## config.mk

```make
export PLATFORM = sky130hd
export DESIGN_NAME = ecc_67_secded
export DESIGN_NICKNAME = d
export VERILOG_FILES = /design/src/hw/ecc_pkg.sv /design/src/hw/ecc_67_secded.sv
export VERILOG_INCLUDE_DIRS = /design/src /design/src/hw
export SDC_FILE = /design/constraint.sdc
export NUM_CORES = 1
export LEC_CHECK = 0
export BUFFER_PORTS_ARGS = -buffer_cell sky130_fd_sc_hd__buf_2
export CAP_MARGIN = 0
export CORE_MARGIN = 2
export CORE_UTILIZATION = 43
export DETAILED_ROUTE_END_ITERATION = 16
export GPL_TIMING_DRIVEN = 1
export PLACE_DENSITY = 0.83
export SETUP_SLACK_MARGIN = 0.15
export SYNTH_ARGS = -nofsm -noshare
export SYNTH_HDL_FRONTEND = slang
export SYNTH_SLANG_ARGS = --single-unit
```

## constraint.sdc

```tcl
create_clock -name vclk -period 5.95
set_input_delay 0.595 -clock vclk [all_inputs]
set_output_delay 0.595 -clock vclk [all_outputs]
set_load 0.05 [all_outputs]
```

## src/hw/ecc_mem_config.svh

```systemverilog
`ifndef ECC_MEM_CONFIG_SVH
`define ECC_MEM_CONFIG_SVH

// --------------------
// Code geometry
// --------------------

// Payload bits of one stored word
`define ECC_DATA_WIDTH   67
// Check bits of the SECDED code over the payload
`define ECC_PARITY_WIDTH 8

// --------------------
// Storage and logging
// --------------------

`define MEM_DEPTH        64  // Words in the array, a power of two
`define ERR_COUNT_WIDTH  16  // Each error counter saturates at all ones

`endif

```

## src/hw/ecc_pkg.sv

```systemverilog
`include "ecc_mem_config.svh"

package ecc_pkg;

    // --------------------
    // Codeword types
    // --------------------

    typedef logic [`ECC_DATA_WIDTH-1:0]   ecc_data_t;
    typedef logic [`ECC_PARITY_WIDTH-1:0] ecc_parity_t;

    // One stored word seen as a single vector
    typedef logic [`ECC_DATA_WIDTH+`ECC_PARITY_WIDTH-1:0] ecc_flat_t;

    typedef struct packed {
        ecc_parity_t parity;  // Check bits sit above the data
        ecc_data_t   data;
    } ecc_fields_t;

    // The encoder and decoder work on the fields, error injection on the flat word
    typedef union packed {
        ecc_fields_t f;
        ecc_flat_t   flat;
    } ecc_codeword_u;

    // --------------------
    // Check-bit encoding
    // --------------------

    // Each check bit is the XOR of its data column set. Bits 6:0 follow the Hamming
    // positions, bit 7 is the extra check that keeps single and double errors apart
    function automatic ecc_parity_t ecc_encode(input ecc_data_t d);
        ecc_parity_t p;
        p[0] = ^{d[65], d[63], d[61], d[59], d[57:56], d[54], d[52], d[50], d[48],
                 d[46], d[44], d[42], d[40], d[38], d[36], d[34], d[32], d[30],
                 d[28], d[26:25], d[23], d[21], d[19], d[17], d[15], d[13],
                 d[11:10], d[8], d[6], d[4:3], d[1:0]};
        p[1] = ^{d[66], d[63:62], d[59:58], d[56:55], d[52:51], d[48:47],
                 d[44:43], d[40:39], d[36:35], d[32:31], d[28:27], d[25:24],
                 d[21:20], d[17:16], d[13:12], d[10:9], d[6:5], d[3:2], d[0]};
        p[2] = ^{d[63:60], d[56:53], d[48:45], d[40:37], d[32:29], d[25:22],
                 d[17:14], d[10:7], d[3:1]};
        p[3] = ^{d[66:64], d[56:49], d[40:33], d[25:18], d[10:4]};
        p[4] = ^{d[56:41], d[25:11]};
        p[5] = ^d[56:26];
        p[6] = ^d[66:57];
        p[7] = ^{d[64:63], d[60], d[58:56], d[53], d[51:50], d[47:46], d[44],
                 d[41], d[39:38], d[36], d[33:32], d[29], d[27:26], d[24:23],
                 d[21], d[18:17], d[14], d[12:10], d[7], d[5:4], d[2:0]};
        return p;
    endfunction

endpackage

```

## src/hw/ecc_67_secded.sv

```systemverilog
`timescale 1ns/100ps

module ecc_67_secded
    import ecc_pkg::*;
(
    input  logic          bypass,
    input  ecc_codeword_u rd_word,
    output ecc_data_t     data_out,
    output ecc_data_t     mask,
    output logic          sbit_err,
    output logic          dbit_err
);

    ecc_parity_t syndrome;
    logic        data_hit;
    logic        parity_hit;
    logic [1:0]  error;  // Bit 0 single error, bit 1 double error

    // --------------------
    // Syndrome
    // --------------------

    assign syndrome = rd_word.f.parity ^ ecc_encode(rd_word.f.data);

    // A flipped data bit leaves exactly its own column pattern in the syndrome.
    // The column of bit i is the check word of a data word with only bit i set
    always_comb begin
        ecc_data_t unit;
        mask = '0;
        for (int i = 0; i < $bits(ecc_data_t); i++) begin
            unit = '0;
            unit[i] = 1'b1;
            if (syndrome == ecc_encode(unit)) begin
                mask[i] = 1'b1;
            end
        end
    end

    assign data_hit   = |mask;
    assign parity_hit = $onehot(syndrome);  // Only one check bit disagrees

    // --------------------
    // Classification
    // --------------------

    always_comb begin
        if (syndrome == '0) begin
            error = 2'b00;
        end else if (data_hit || parity_hit) begin
            error = 2'b01;  // Correctable, the mask is empty for a check bit
        end else begin
            error = 2'b10;
        end
    end

    // Bypass hands out the stored payload untouched
    assign data_out = bypass ? rd_word.f.data : rd_word.f.data ^ mask;
    assign sbit_err = bypass ? 1'b0 : error[0];
    assign dbit_err = bypass ? 1'b0 : error[1];

endmodule

```

==> metrics.md <==
| Metric | Value |
|---|---|
| Core Util, Final | 64.6% |
| CP Capture Type | primary output |
| Most common library cell in the layout ignoring fill and taps | buf_2 |
| ANT cells | 0 |
| # port buffers | 212 |
| F_max | 166 MHz |
| Die Wd | 99.8 µm |
| Die H | 99.8 µm |
| Largest net degree at the start of global routing | 46 |
| Ys Warns | 0 |
| Nets@finish | 858 |
| DR WL/cell | 20.3 µm |
| Core area | 0.00881 mm² |
| Area Growth Syn to Fin | 44.3% |
| Post-Syn Area per Cell | 7.42 µm² |
| First-pass GRT wire length | 26.0 mm |
| Vias post-DR | 4985 |
| Failing checks | setup timing |
| Largest fanout on the critical path | 3 |
| Period Utilization, post-route | 101% |
| CP required | 5.36 ns |
| All-Layer GR Usage | 33.5% |
| Final setup viols | 1 |
| Fin. Hold Viols | 0 |
| Die area | 0.00995 mm² |
| DRT Pass-1 Iters | 5 |
| Worst min path class | input port to primary output |
| Crit start category | input port |
| Number of clock-tree buffers in the layout | 0 |
| Sequential area share after synthesis | 0% |
| Worst setup margin | -0.0645 ns |
| Area of the multi-input gates | 0.00399 mm² |
| Vias per cell | 5.68 |
| Min-delay src | rd_word[4] |
| Boundary pin count | 212 |
| Slew margin rel. | 52.1% |
| Dpl cell area | 0.00540 mm² |
| Design area | 0.00569 mm² |
| DR iter-0 viols | 473 |
| Dpl hpwl | 14.1 mm |
| Post-Syn Nets | 618 |
| Worst-Margin Slew | 0.717 ns |
| Share of cells above drive strength 1 | 41.0% |
| MaxCap Viol Count | 0 |
| Arr. time, crit path | 5.42 ns |
| Routability Congestion | 0.941 |
| Initial antenna violation count | 0 |
| Library cells used by synthesis | 52 |
| Setup TNS | -0.0645 ns |
| Final ANT Viol Nets | 0 |
| Drt total wl | 17.8 mm |
| # DRC | 0 |
| Syn Inst Count | 531 |
| Starting Density | 44.8% |
| Slew Limit Fails | 0 |
| Filler instances | 758 |
| Syn Std Cell Area | 0.00394 mm² |
| Grt ovf | 0 |
| Commonest non-fill, non-tap cells in the layout | buf_2, xnor2_1, nor2_1 |
| Critical Path Start | rd_word[8] |
| Vias in the first global route | 4801 |
| Status | finished, violations left |
| RSZ-0062 raised after global routing | true |
| Seq cells | 0 |
| Final min period | 6.01 ns |
| Storage cell area | 0 µm² |
| Crit Path Class | input port to primary output |
| FP Rows | 34 |
| Cts hold-fix bufs | 0 |
==> layout make-up <==
class	count	share of cell area (%)
multi-input cells	494	70.2
repair buffers	264	26.7
inverters	11	0.726
well taps	108	2.38
==> path summary, 6_finish.rpt <==
kind / endpoint / cells past startpoint / slack [ns]
worst min-delay path: data_out[4] / 3 / 1.55
worst max-delay path: dbit_err / 23 / -0.06
==> metrics by stage <==
step	setup WS (ns)	hold WS, ns	cells
4_1_cts	-0.0236	1.55	875
3_5_place_dp	-0.115	1.56	868
5_1_grt	-0.311	1.55	877
6_report	-0.0645	1.55	877
2_1_floorplan	0.115	1.46	531
3_3_place_gp	-0.00917	1.56	868
==> repair_timing <==
action | 4_1_cts | 5_1_grt
buffers inserted | 7 | 2
endpoints found under the setup margin | 2 | 2
pin swaps | 9 | 11
resized for setup | 28 | 12
==> critical path, stage by stage <==
cell and delay, ns:
buf_2 0.14, xnor2_4 0.15, buf_4 0.15, xnor2_2 0.14
xnor2_2 0.18, xor3_1 0.48, nand2_2 0.10, and2_4 0.14
fa_1 0.39, fa_1 0.50, inv_1 0.05, fa_1 0.46
inv_2 0.08, ha_4 0.13, inv_2 0.03, fa_2 0.32
nor2b_1 0.13, a31oi_1 0.13, o22ai_1 0.09, nor4_1 0.31
and4_2 0.32, and4_4 0.24, buf_12 0.14
==> cells in the mapped netlist, drive strengths merged (7+ instances only) <==
| library cell | number | share of area (%) |
|---|---|---|
| buf | 10 | 1.5 |
| clkbuf | 16 | 1.5 |
| ha | 7 | 2.2 |
| inv | 11 | 1.0 |
| nand2 | 54 | 5.1 |
| nand3 | 8 | 1.0 |
| nor2 | 95 | 9.2 |
| nor3 | 49 | 6.9 |
| o21ai | 18 | 2.7 |
| o22ai | 8 | 1.3 |
| xnor2 | 132 | 31 |
| xnor3 | 22 | 13 |
| xor2 | 46 | 11 |
==> metal layers <==
layer	vias to the layer above	part of all wire (%)	global-route usage, %
met2	321	50	59.8
met5	-	0	0
li1	2222	-	-
met1	2392	37	42.7
met4	0	2.9	8.85
met3	50	9.8	3.87
==> kinds of logic (layout without fill, tap and decap cells) <==
kind of cell	after synthesis	after routing	share of synthesized area, %
AO/OA/AOI/OAI	48	48	7.97
XOR/XNOR	205	205	57.5
adder cells (fa/ha/maj)	11	11	4.25
buffers and inverters	37	275	4.03
multiplexers	1	1	0.254
AND/OR/NAND/NOR	229	229	26.0
Power is not shown: default switching activity piles up to over one toggle a cycle in this logic, so the estimate is an artifact.
