$ cat config.mk
export PLATFORM = sky130hd
export DESIGN_NAME = ecc_err_log
export DESIGN_NICKNAME = d
export VERILOG_FILES = /design/src/hw/mem_pkg.sv /design/src/hw/ecc_err_log.sv
export VERILOG_INCLUDE_DIRS = /design/src /design/src/hw
export SDC_FILE = /design/constraint.sdc
export NUM_CORES = 1
export LEC_CHECK = 0
export ABC_CLOCK_PERIOD_IN_PS = 3200
export BUFFER_PORTS_ARGS = -buffer_cell sky130_fd_sc_hd__buf_2
export CORE_AREA = 2 2 71 73
export DETAILED_ROUTE_END_ITERATION = 12
export DIE_AREA = 0 0 73 75
export GPL_TIMING_DRIVEN = 1
export PLACE_DENSITY = 0.62
export REMOVE_ABC_BUFFERS = 1
export SLEW_MARGIN = 20
export SYNTH_ARGS = -nofsm -noshare
export SYNTH_HDL_FRONTEND = slang
export SYNTH_SLANG_ARGS = --single-unit
$ cat constraint.sdc
create_clock -name clk -period 3.2 [get_ports clk]
set_clock_uncertainty 0.1 [all_clocks]
set_input_delay 0.32 -clock clk [delete_from_list [all_inputs] [get_ports clk]]
set_output_delay 0.32 -clock clk [all_outputs]
set_load 0.05 [all_outputs]
$ cat src/hw/ecc_mem_config.svh
`ifndef ECC_MEM_CONFIG_SVH
`define ECC_MEM_CONFIG_SVH

// --------------------
// Code geometry
// --------------------

// Payload bits of one stored word
`define ECC_DATA_WIDTH   67
// Check bits of the SECDED code over the payload
`define ECC_PARITY_WIDTH 8

// --------------------
// Storage and logging
// --------------------

`define MEM_DEPTH        64  // Words in the array, a power of two
`define ERR_COUNT_WIDTH  16  // Each error counter saturates at all ones

`endif

$ cat src/hw/mem_pkg.sv
`include "ecc_mem_config.svh"

package mem_pkg;

    // Address wide enough for every word of the array
    typedef logic [$clog2(`MEM_DEPTH)-1:0] mem_addr_t;

    typedef logic [`ERR_COUNT_WIDTH-1:0] err_count_t;  // Saturating counter value

endpackage

$ cat src/hw/ecc_err_log.sv
`timescale 1ns/100ps

module ecc_err_log
    import mem_pkg::*;
(
    input  logic       clk,
    input  logic       rst_n,
    input  logic       rd_valid,
    input  mem_addr_t  rd_addr_q,
    input  logic       sbit_err,
    input  logic       dbit_err,
    input  logic       log_clear,
    output err_count_t sbit_count,
    output err_count_t dbit_count,
    output mem_addr_t  last_err_addr
);

    logic sbit_hit;
    logic dbit_hit;

    // The flags carry meaning only while a read result is on the bus
    assign sbit_hit = rd_valid && sbit_err;
    assign dbit_hit = rd_valid && dbit_err;

    // Counters stick at all ones instead of wrapping
    function automatic err_count_t sat_inc(input err_count_t count, input logic hit);
        if (hit && (count != '1)) begin
            return count + err_count_t'(1);
        end
        return count;
    endfunction

    // --------------------
    // Counters
    // --------------------

    always_ff @(posedge clk) begin
        if (!rst_n || log_clear) begin
            sbit_count <= '0;  // Clear wins over a hit in the same cycle
            dbit_count <= '0;
        end else begin
            sbit_count <= sat_inc(sbit_count, sbit_hit);
            dbit_count <= sat_inc(dbit_count, dbit_hit);
        end
    end

    // Address of the latest flagged read, kept across a counter clear
    always_ff @(posedge clk) begin
        if (!rst_n) begin
            last_err_addr <= '0;
        end else if (sbit_hit || dbit_hit) begin
            last_err_addr <= rd_addr_q;
        end
    end

endmodule

==> results.ini, run 1 <==
[yosys]
yosysSeqAreaShare_pct = 40.0
netlist_top_cells_area = dfxtp_1 (40%), a21oi_1 (5.3%), mux2i_1 (4.7%)
ys_async_sr_fraction_pct = 0
syn_avg_cell_area_um2 = 8.61
syn_area_um2 = 1900
synth_common_cells = dfxtp_1 (38), a21oi_1 (20), nand2_1 (17)
yosys.area.top_type = dfxtp_1
yosys_warnings = 0
synthCells = 221
netlist.area_leader.share_pct = 40.0
ys_ff_latch = 38
synth_edf_count = 0
synth_most_common_cell = dfxtp_1
synth_flop_cell = dfxtp_1
synth.distinct_cells = 35

[sta]
period_needed_ns = 2.12
slew_headroom_pct = 44.2
max_freq_ghz = 0.471
worstMarginPinSlew_ns = 0.830
rsz0062_at_grt = no
finalMaxSlewViolations = 0
finalSetupTns_ns = 0
setup_viol = 0
finalHoldViolCount = 0
min_period_over_period_pct = 66.3

[clocking]
cts.htree.levels = 2
cts_sinks = 38
path_clk_slew_ns = 0.07
cts_hold_buf = 0
clk_latency_ns = 0.29
cts_tree = built
cts_resized = 0
post_cts_buffers = 0
cts_made_buffers = 5
clock-root-buffer = clkbuf_8
clockBufferDepth = 2

[critical_path]
crit_arrival_ns = 2.25
start_kind = flip-flop
cp_cell_sequence = ha_1, nand4_2, or4_4, or4_1, a21oi_1
critPathSlowestCell = or4_4
crit_buf_inv = 0
cp_top_family = simple AND/OR/NAND/NOR gates
path_max_fanout = 6
required_ns = 3.32
path_class = reg -> reg
cpPeakStageDelay_ns = 0.56
end_kind = flip-flop

[floorplan]
pin_count = 50
dieWidth_um = 73
rows = 25
coreArea_um2 = 4660
die_h_um = 75
start_util_pct = 40.8
design.die.area_um2 = 5480

[global_routing]
grt_antenna_before_repair = 0
grt_pass1_vias = 1703
grt_max_degree = 20
grt_pass1_wl_um = 7920
grt_usage_pct = 18.5
grt-ovfl-total = 0

[cells_and_area]
nNetsFinal = 288
diodes = 0
final_util_pct = 48.8
n_fill_cell = 454
fin_area_um2 = 2270
drive_gt1_share_pct = 22.3
syn2layout_area_growth_pct = 19.4

[route]
drtIter0Drc = 200
viasPerCell = 5.77
wirelength_um = 4580
vias = 1894
detail-route-antenna-nets = 0
first_pass_iters = 4
drc = 0
post_drt_wl_per_cell_um = 14.0

[placed_design]
hpwl_um = 3320
gp_congestion = 0.800
numPortBuffers = 49
dpl_cell_area_um2 = 2200

[pwr]
p_leak_nw = 0.843
ir_drop_mv = 0.157
power_density_nw_per_um2 = 376

[worst_hold_path]
hold_class = in -> reg

[run]
cap_viol_max_count = 0

[outcome]
status = finished clean

==> registers in the layout, indices dropped and copies added (netlist names) <==
name	count
sbit_count	16
last_err_addr	6
dbit_count	16
==> final timing paths <==
kind                        from               end  slack, ns  cells after the start
hold / removal      rd_addr_q[5]  last_err_addr[5]       0.19                      3
hold reg to reg   sbit_count[14]    sbit_count[14]       0.40                      2
setup / recovery   dbit_count[0]    dbit_count[14]       1.08                      5
setup reg to reg   dbit_count[0]    dbit_count[14]       1.08                      5
==> per-layer routing <==
metal  part of all wire, %  up-vias  GRT usage, %
met1                    51      856          26.3
met3                   5.3        7          5.62
met2                    43       49          27.0
met5                     0        -             0
met4                   1.2        0          5.56
li1                      -      982             -
==> worst reg2reg max path, cell delays in order, from the launching register on <==
cell	delay [ns]
dfxtp_1	0.40
ha_1	0.20
nand4_2	0.17
or4_4	0.56
or4_1	0.47
a21oi_1	0.15
==> where the power goes <==
group	leakage (nW)	internal, W	switching, W
Sequential	0.307	0.000478	0.00000337
Combinational	0.498	0.0000184	0.0000423
Clock	0.0383	0.000150	0.000163
Total	0.843	0.000647	0.000208
==> placed cells by master, fill, tap and decap left out, types with 2 or more instances in the layout <==
cell,synthesis,routed
buf_2,0,49
dfxtp_1,38,38
a21oi_1,20,20
nand2_1,17,17
o21ai_0,14,14
nand4_1,13,13
nor4_1,11,11
or4_1,11,11
nand3_1,9,9
or3_1,9,9
mux2i_1,9,9
o31ai_1,8,8
nor2b_1,7,7
nor2_1,5,5
and3_1,5,5
a31oi_1,5,5
clkbuf_8,0,5
inv_1,4,4
nand2b_1,4,4
nor3_1,4,4
and4_1,4,4
o311ai_0,2,2
o41ai_1,2,2
o211ai_1,2,2
or4_4,2,2
a211oi_1,2,2
ha_1,2,2
clkbuf_1,3,2
buf_4,0,2
==> final cells by class <==
type | count | area (um2) | share of cell area [%]
Clock buffer | 7 | 76.3 | 3.36
Sequential cell | 38 | 761 | 33.5
Inverter | 4 | 15.0 | 0.661
Tap cell | 54 | 67.6 | 2.97
Multi-Input combinational cell | 174 | 1090 | 48.1
Timing Repair Buffer | 51 | 260 | 11.5
==> metrics by stage <==
step / power (W) / hold slack, ns / setup WS (ns) / instances
after floorplan: 0.000531 / 0.348 / 0.792 / 216
after global placement: 0.000553 / 0.385 / 1.16 / 321
after detailed placement: 0.000554 / 0.391 / 1.09 / 321
after CTS: 0.000870 / 0.180 / 1.08 / 328
after global routing: 0.000893 / 0.196 / 0.855 / 328
final: 0.000855 / 0.187 / 1.08 / 328
==> logic make-up after synthesis <==
kind of cell / count (synthesis) / synth area share (%)
simple gates: 105 / 33.1
compound gates: 58 / 18.3
flops: 38 / 40.0
buf+inv: 9 / 2.63
mux: 9 / 4.73
fa+ha+maj: 2 / 1.31
No activity file was read; power rests on OpenSTA's default activity.
==> run 2, diff against run 1 <==
--- a/config.mk
+++ b/config.mk
@@ -6,7 +6,7 @@
 export SDC_FILE = /design/constraint.sdc
 export NUM_CORES = 1
 export LEC_CHECK = 0
-export ABC_CLOCK_PERIOD_IN_PS = 3200
+export ABC_CLOCK_PERIOD_IN_PS = 2200
 export BUFFER_PORTS_ARGS = -buffer_cell sky130_fd_sc_hd__buf_2
 export CORE_AREA = 2 2 71 73
 export DETAILED_ROUTE_END_ITERATION = 12
==> constraint.sdc (replaced) <==
create_clock -name clk -period 2.2 [get_ports clk]
set_clock_uncertainty 0.1 [all_clocks]
set_input_delay 0.22 -clock clk [delete_from_list [all_inputs] [get_ports clk]]
set_output_delay 0.22 -clock clk [all_outputs]
set_load 0.05 [all_outputs]
==> run 2 against run 1 <==
  * Worst hold slack got worse by 0.10 ns
  * Sequential power rose by 45%
  * Final cell count rose by 2.7%
  * Power rose by 79%
  * Register-to-register slack got worse by 0.99 ns
  * Non-clock buffer count rose by 8
  * Core utilization rose by 2.7 points
  * Clock-buffer cell count fell by 1
  * Largest cell class unchanged
  * Largest power group is now the clock network
==> results.ini, run 2 (same netlist as run 1, synthesis figures left out) <==
[outcome]
status = finished clean

[cells_and_area]
syn2layout_area_growth_pct = 26.0
n_fill_cell = 439  ; -3.3%
top_regs = dbit_count (16), sbit_count (16), last_err_addr (6)
diodes = 0  ; unchanged
final_common_cell = buf_2
final_cell_count_no_fill = 337  ; +2.7%
drive_gt1_share_pct = 25.4  ; +3.2 points
nNetsFinal = 296  ; +2.8%
final_cell_mix = buf_2 (49), dfxtp_1 (38), a21oi_1 (20)

[global_routing]
grt_pass1_wl_um = 7580  ; -4.4%
grt_max_degree = 20  ; unchanged
grt-ovfl-total = 0  ; unchanged
grt_antenna_before_repair = 0  ; unchanged
grt_usage_pct = 17.6  ; -0.97 points
grt_pass1_vias = 1627  ; -4.5%

[critical_path]
cp_top_family = simple AND/OR/NAND/NOR gates
reg2regPathDepth = 5  ; unchanged
cp.depth = 5  ; unchanged
endpoint = dbit_count[14]
start_kind = flip-flop
path_max_fanout = 6  ; unchanged
path_class = reg -> reg
cp_cell_sequence = ha_1, nand4_2, or4_4, or4_1, a21oi_1
end_kind = flip-flop
required_ns = 2.32  ; -1.00 ns
ff2ff_setup_slack_ns = 0.09  ; -0.99 ns
critPathSlowestCell = or4_4
crit_path_start = dbit_count[0]
cpPeakStageDelay_ns = 0.56  ; about the same
reg2reg_to = dbit_count[14]
crit_arrival_ns = 2.24  ; about the same
crit_buf_inv = 0  ; unchanged
r2r_start = dbit_count[0]

[sta]
setup_viol = 0  ; unchanged
min_period_over_period_pct = 96.1  ; +30 points
finalHoldViolCount = 0  ; unchanged
worstMarginPinSlew_ns = 0.523  ; -0.307 ns
rsz0062_at_grt = no
max_freq_ghz = 0.473  ; +0.36%
slew_headroom_pct = 64.8  ; +21 points
finalMaxSlewViolations = 0  ; unchanged
period_needed_ns = 2.11  ; -0.00767 ns

[clocking]
path_clk_slew_ns = 0.08  ; about the same
cts_resized = 0  ; unchanged
cts_hold_buf = 0  ; unchanged
clock-root-buffer = clkbuf_8
cts.htree.levels = 2  ; unchanged
clk_latency_ns = 0.28  ; about the same
cts_made_buffers = 5  ; unchanged
clockBufferDepth = 2  ; unchanged
cts_sinks = 38  ; unchanged
post_cts_buffers = 0  ; unchanged
cts_tree = built

[route]
detail-route-antenna-nets = 0  ; unchanged
post_drt_wl_per_cell_um = 14.0  ; +0.41%
vias = 1930  ; +1.9%
wirelength_um = 4730  ; +3.2%
first_pass_iters = 4  ; unchanged
drtIter0Drc = 115  ; -43%
viasPerCell = 5.73  ; -0.82%
drc = 0  ; unchanged

[placed_design]
post-place-cells = 329  ; +2.5%
gp_congestion = 0.778  ; -2.7%
hpwl_um = 3440  ; +3.5%
numPortBuffers = 49  ; unchanged

[pwr]
p_leak_nw = 0.919  ; +9.0%
power_density_nw_per_um2 = 638  ; +70%
ir_drop_mv = 0.436  ; +180%
fin_total_pwr_w = 0.00153  ; +79%

[floorplan]
start_util_pct = 40.8  ; unchanged
pin_count = 50  ; unchanged
coreArea_um2 = 4660  ; unchanged
design.die.area_um2 = 5480  ; unchanged
dieWidth_um = 73  ; unchanged
rows = 25  ; unchanged
die_h_um = 75  ; unchanged

[worst_hold_path]
hold_start = rd_addr_q[0]
hold_class = in -> reg

[run]
cap_viol_max_count = 0  ; unchanged

==> run 2: changes by cell type in the layout (fill, tap and decap cells not counted), sizes merged <==
cell,before,now
clkbuf,7,6
bufinv,0,2
buf,51,59
==> run 2: where the power goes <==
part	internal [W]	switching, W	total [W]	leakage, nW
logic	0.0000294	0.0000628	0.0000923	0.540
registers	0.000695	0.00000466	0.000700	0.307
clock network	0.000484	0.000255	0.000739	0.0714
total	0.00121	0.000322	0.00153	0.919
==> run 2: final cells by class <==
class                           instances  area [um2]  share of cell area [%]
Clock buffer                            6        82.6                    3.44
Multi-Input combinational cell        174        1090                    45.5
Inverter                                4        15.0                   0.626
Clock inverter                          2        60.1                    2.50
Sequential cell                        38         761                    31.7
Tap cell                               54        67.6                    2.82
Timing Repair Buffer                   59         320                    13.4
==> run 2: worst min-delay path by stage <==
stage	slack [ns]	end	cells past startpoint
after detailed placement	0.39	last_err_addr[3]	3
after CTS	0.07	last_err_addr[0]	3
after floorplan	0.25	last_err_addr[0]	1
final	0.08	last_err_addr[0]	3
after global routing	0.09	last_err_addr[0]	3
after global placement	0.37	last_err_addr[1]	3
==> run 2: worst min-delay path: cells and delay by family <==
family / cells / cell delay [ns]
mux: 1 / 0.05
buf+inv: 1 / 0.07
simple gates: 1 / 0.09
==> run 2: metrics by stage <==
step	area, um2	setup slack [ns]	util (%)	hold WS [ns]	setup TNS [ns]
final	2400	0.0851	51.5	0.0826	0
after global routing	2400	0.00594	51.5	0.0869	0
after CTS	2400	0.102	51.5	0.0723	0
after detailed placement	2260	0.109	48.4	0.386	0
after global placement	2260	0.152	48.4	0.374	0
after floorplan	1870	-0.208	-	0.248	-0.626
==> run 2: routing by layer <==
metal  vias to the layer above  part of all wire, %  track usage [%]
met5                         -                    0                0
met1                       888                   51             23.7
met4                         0                 0.61             4.94
met3                         2                  3.5             5.22
met2                        37                   45             27.3
li1                       1003                    -                -
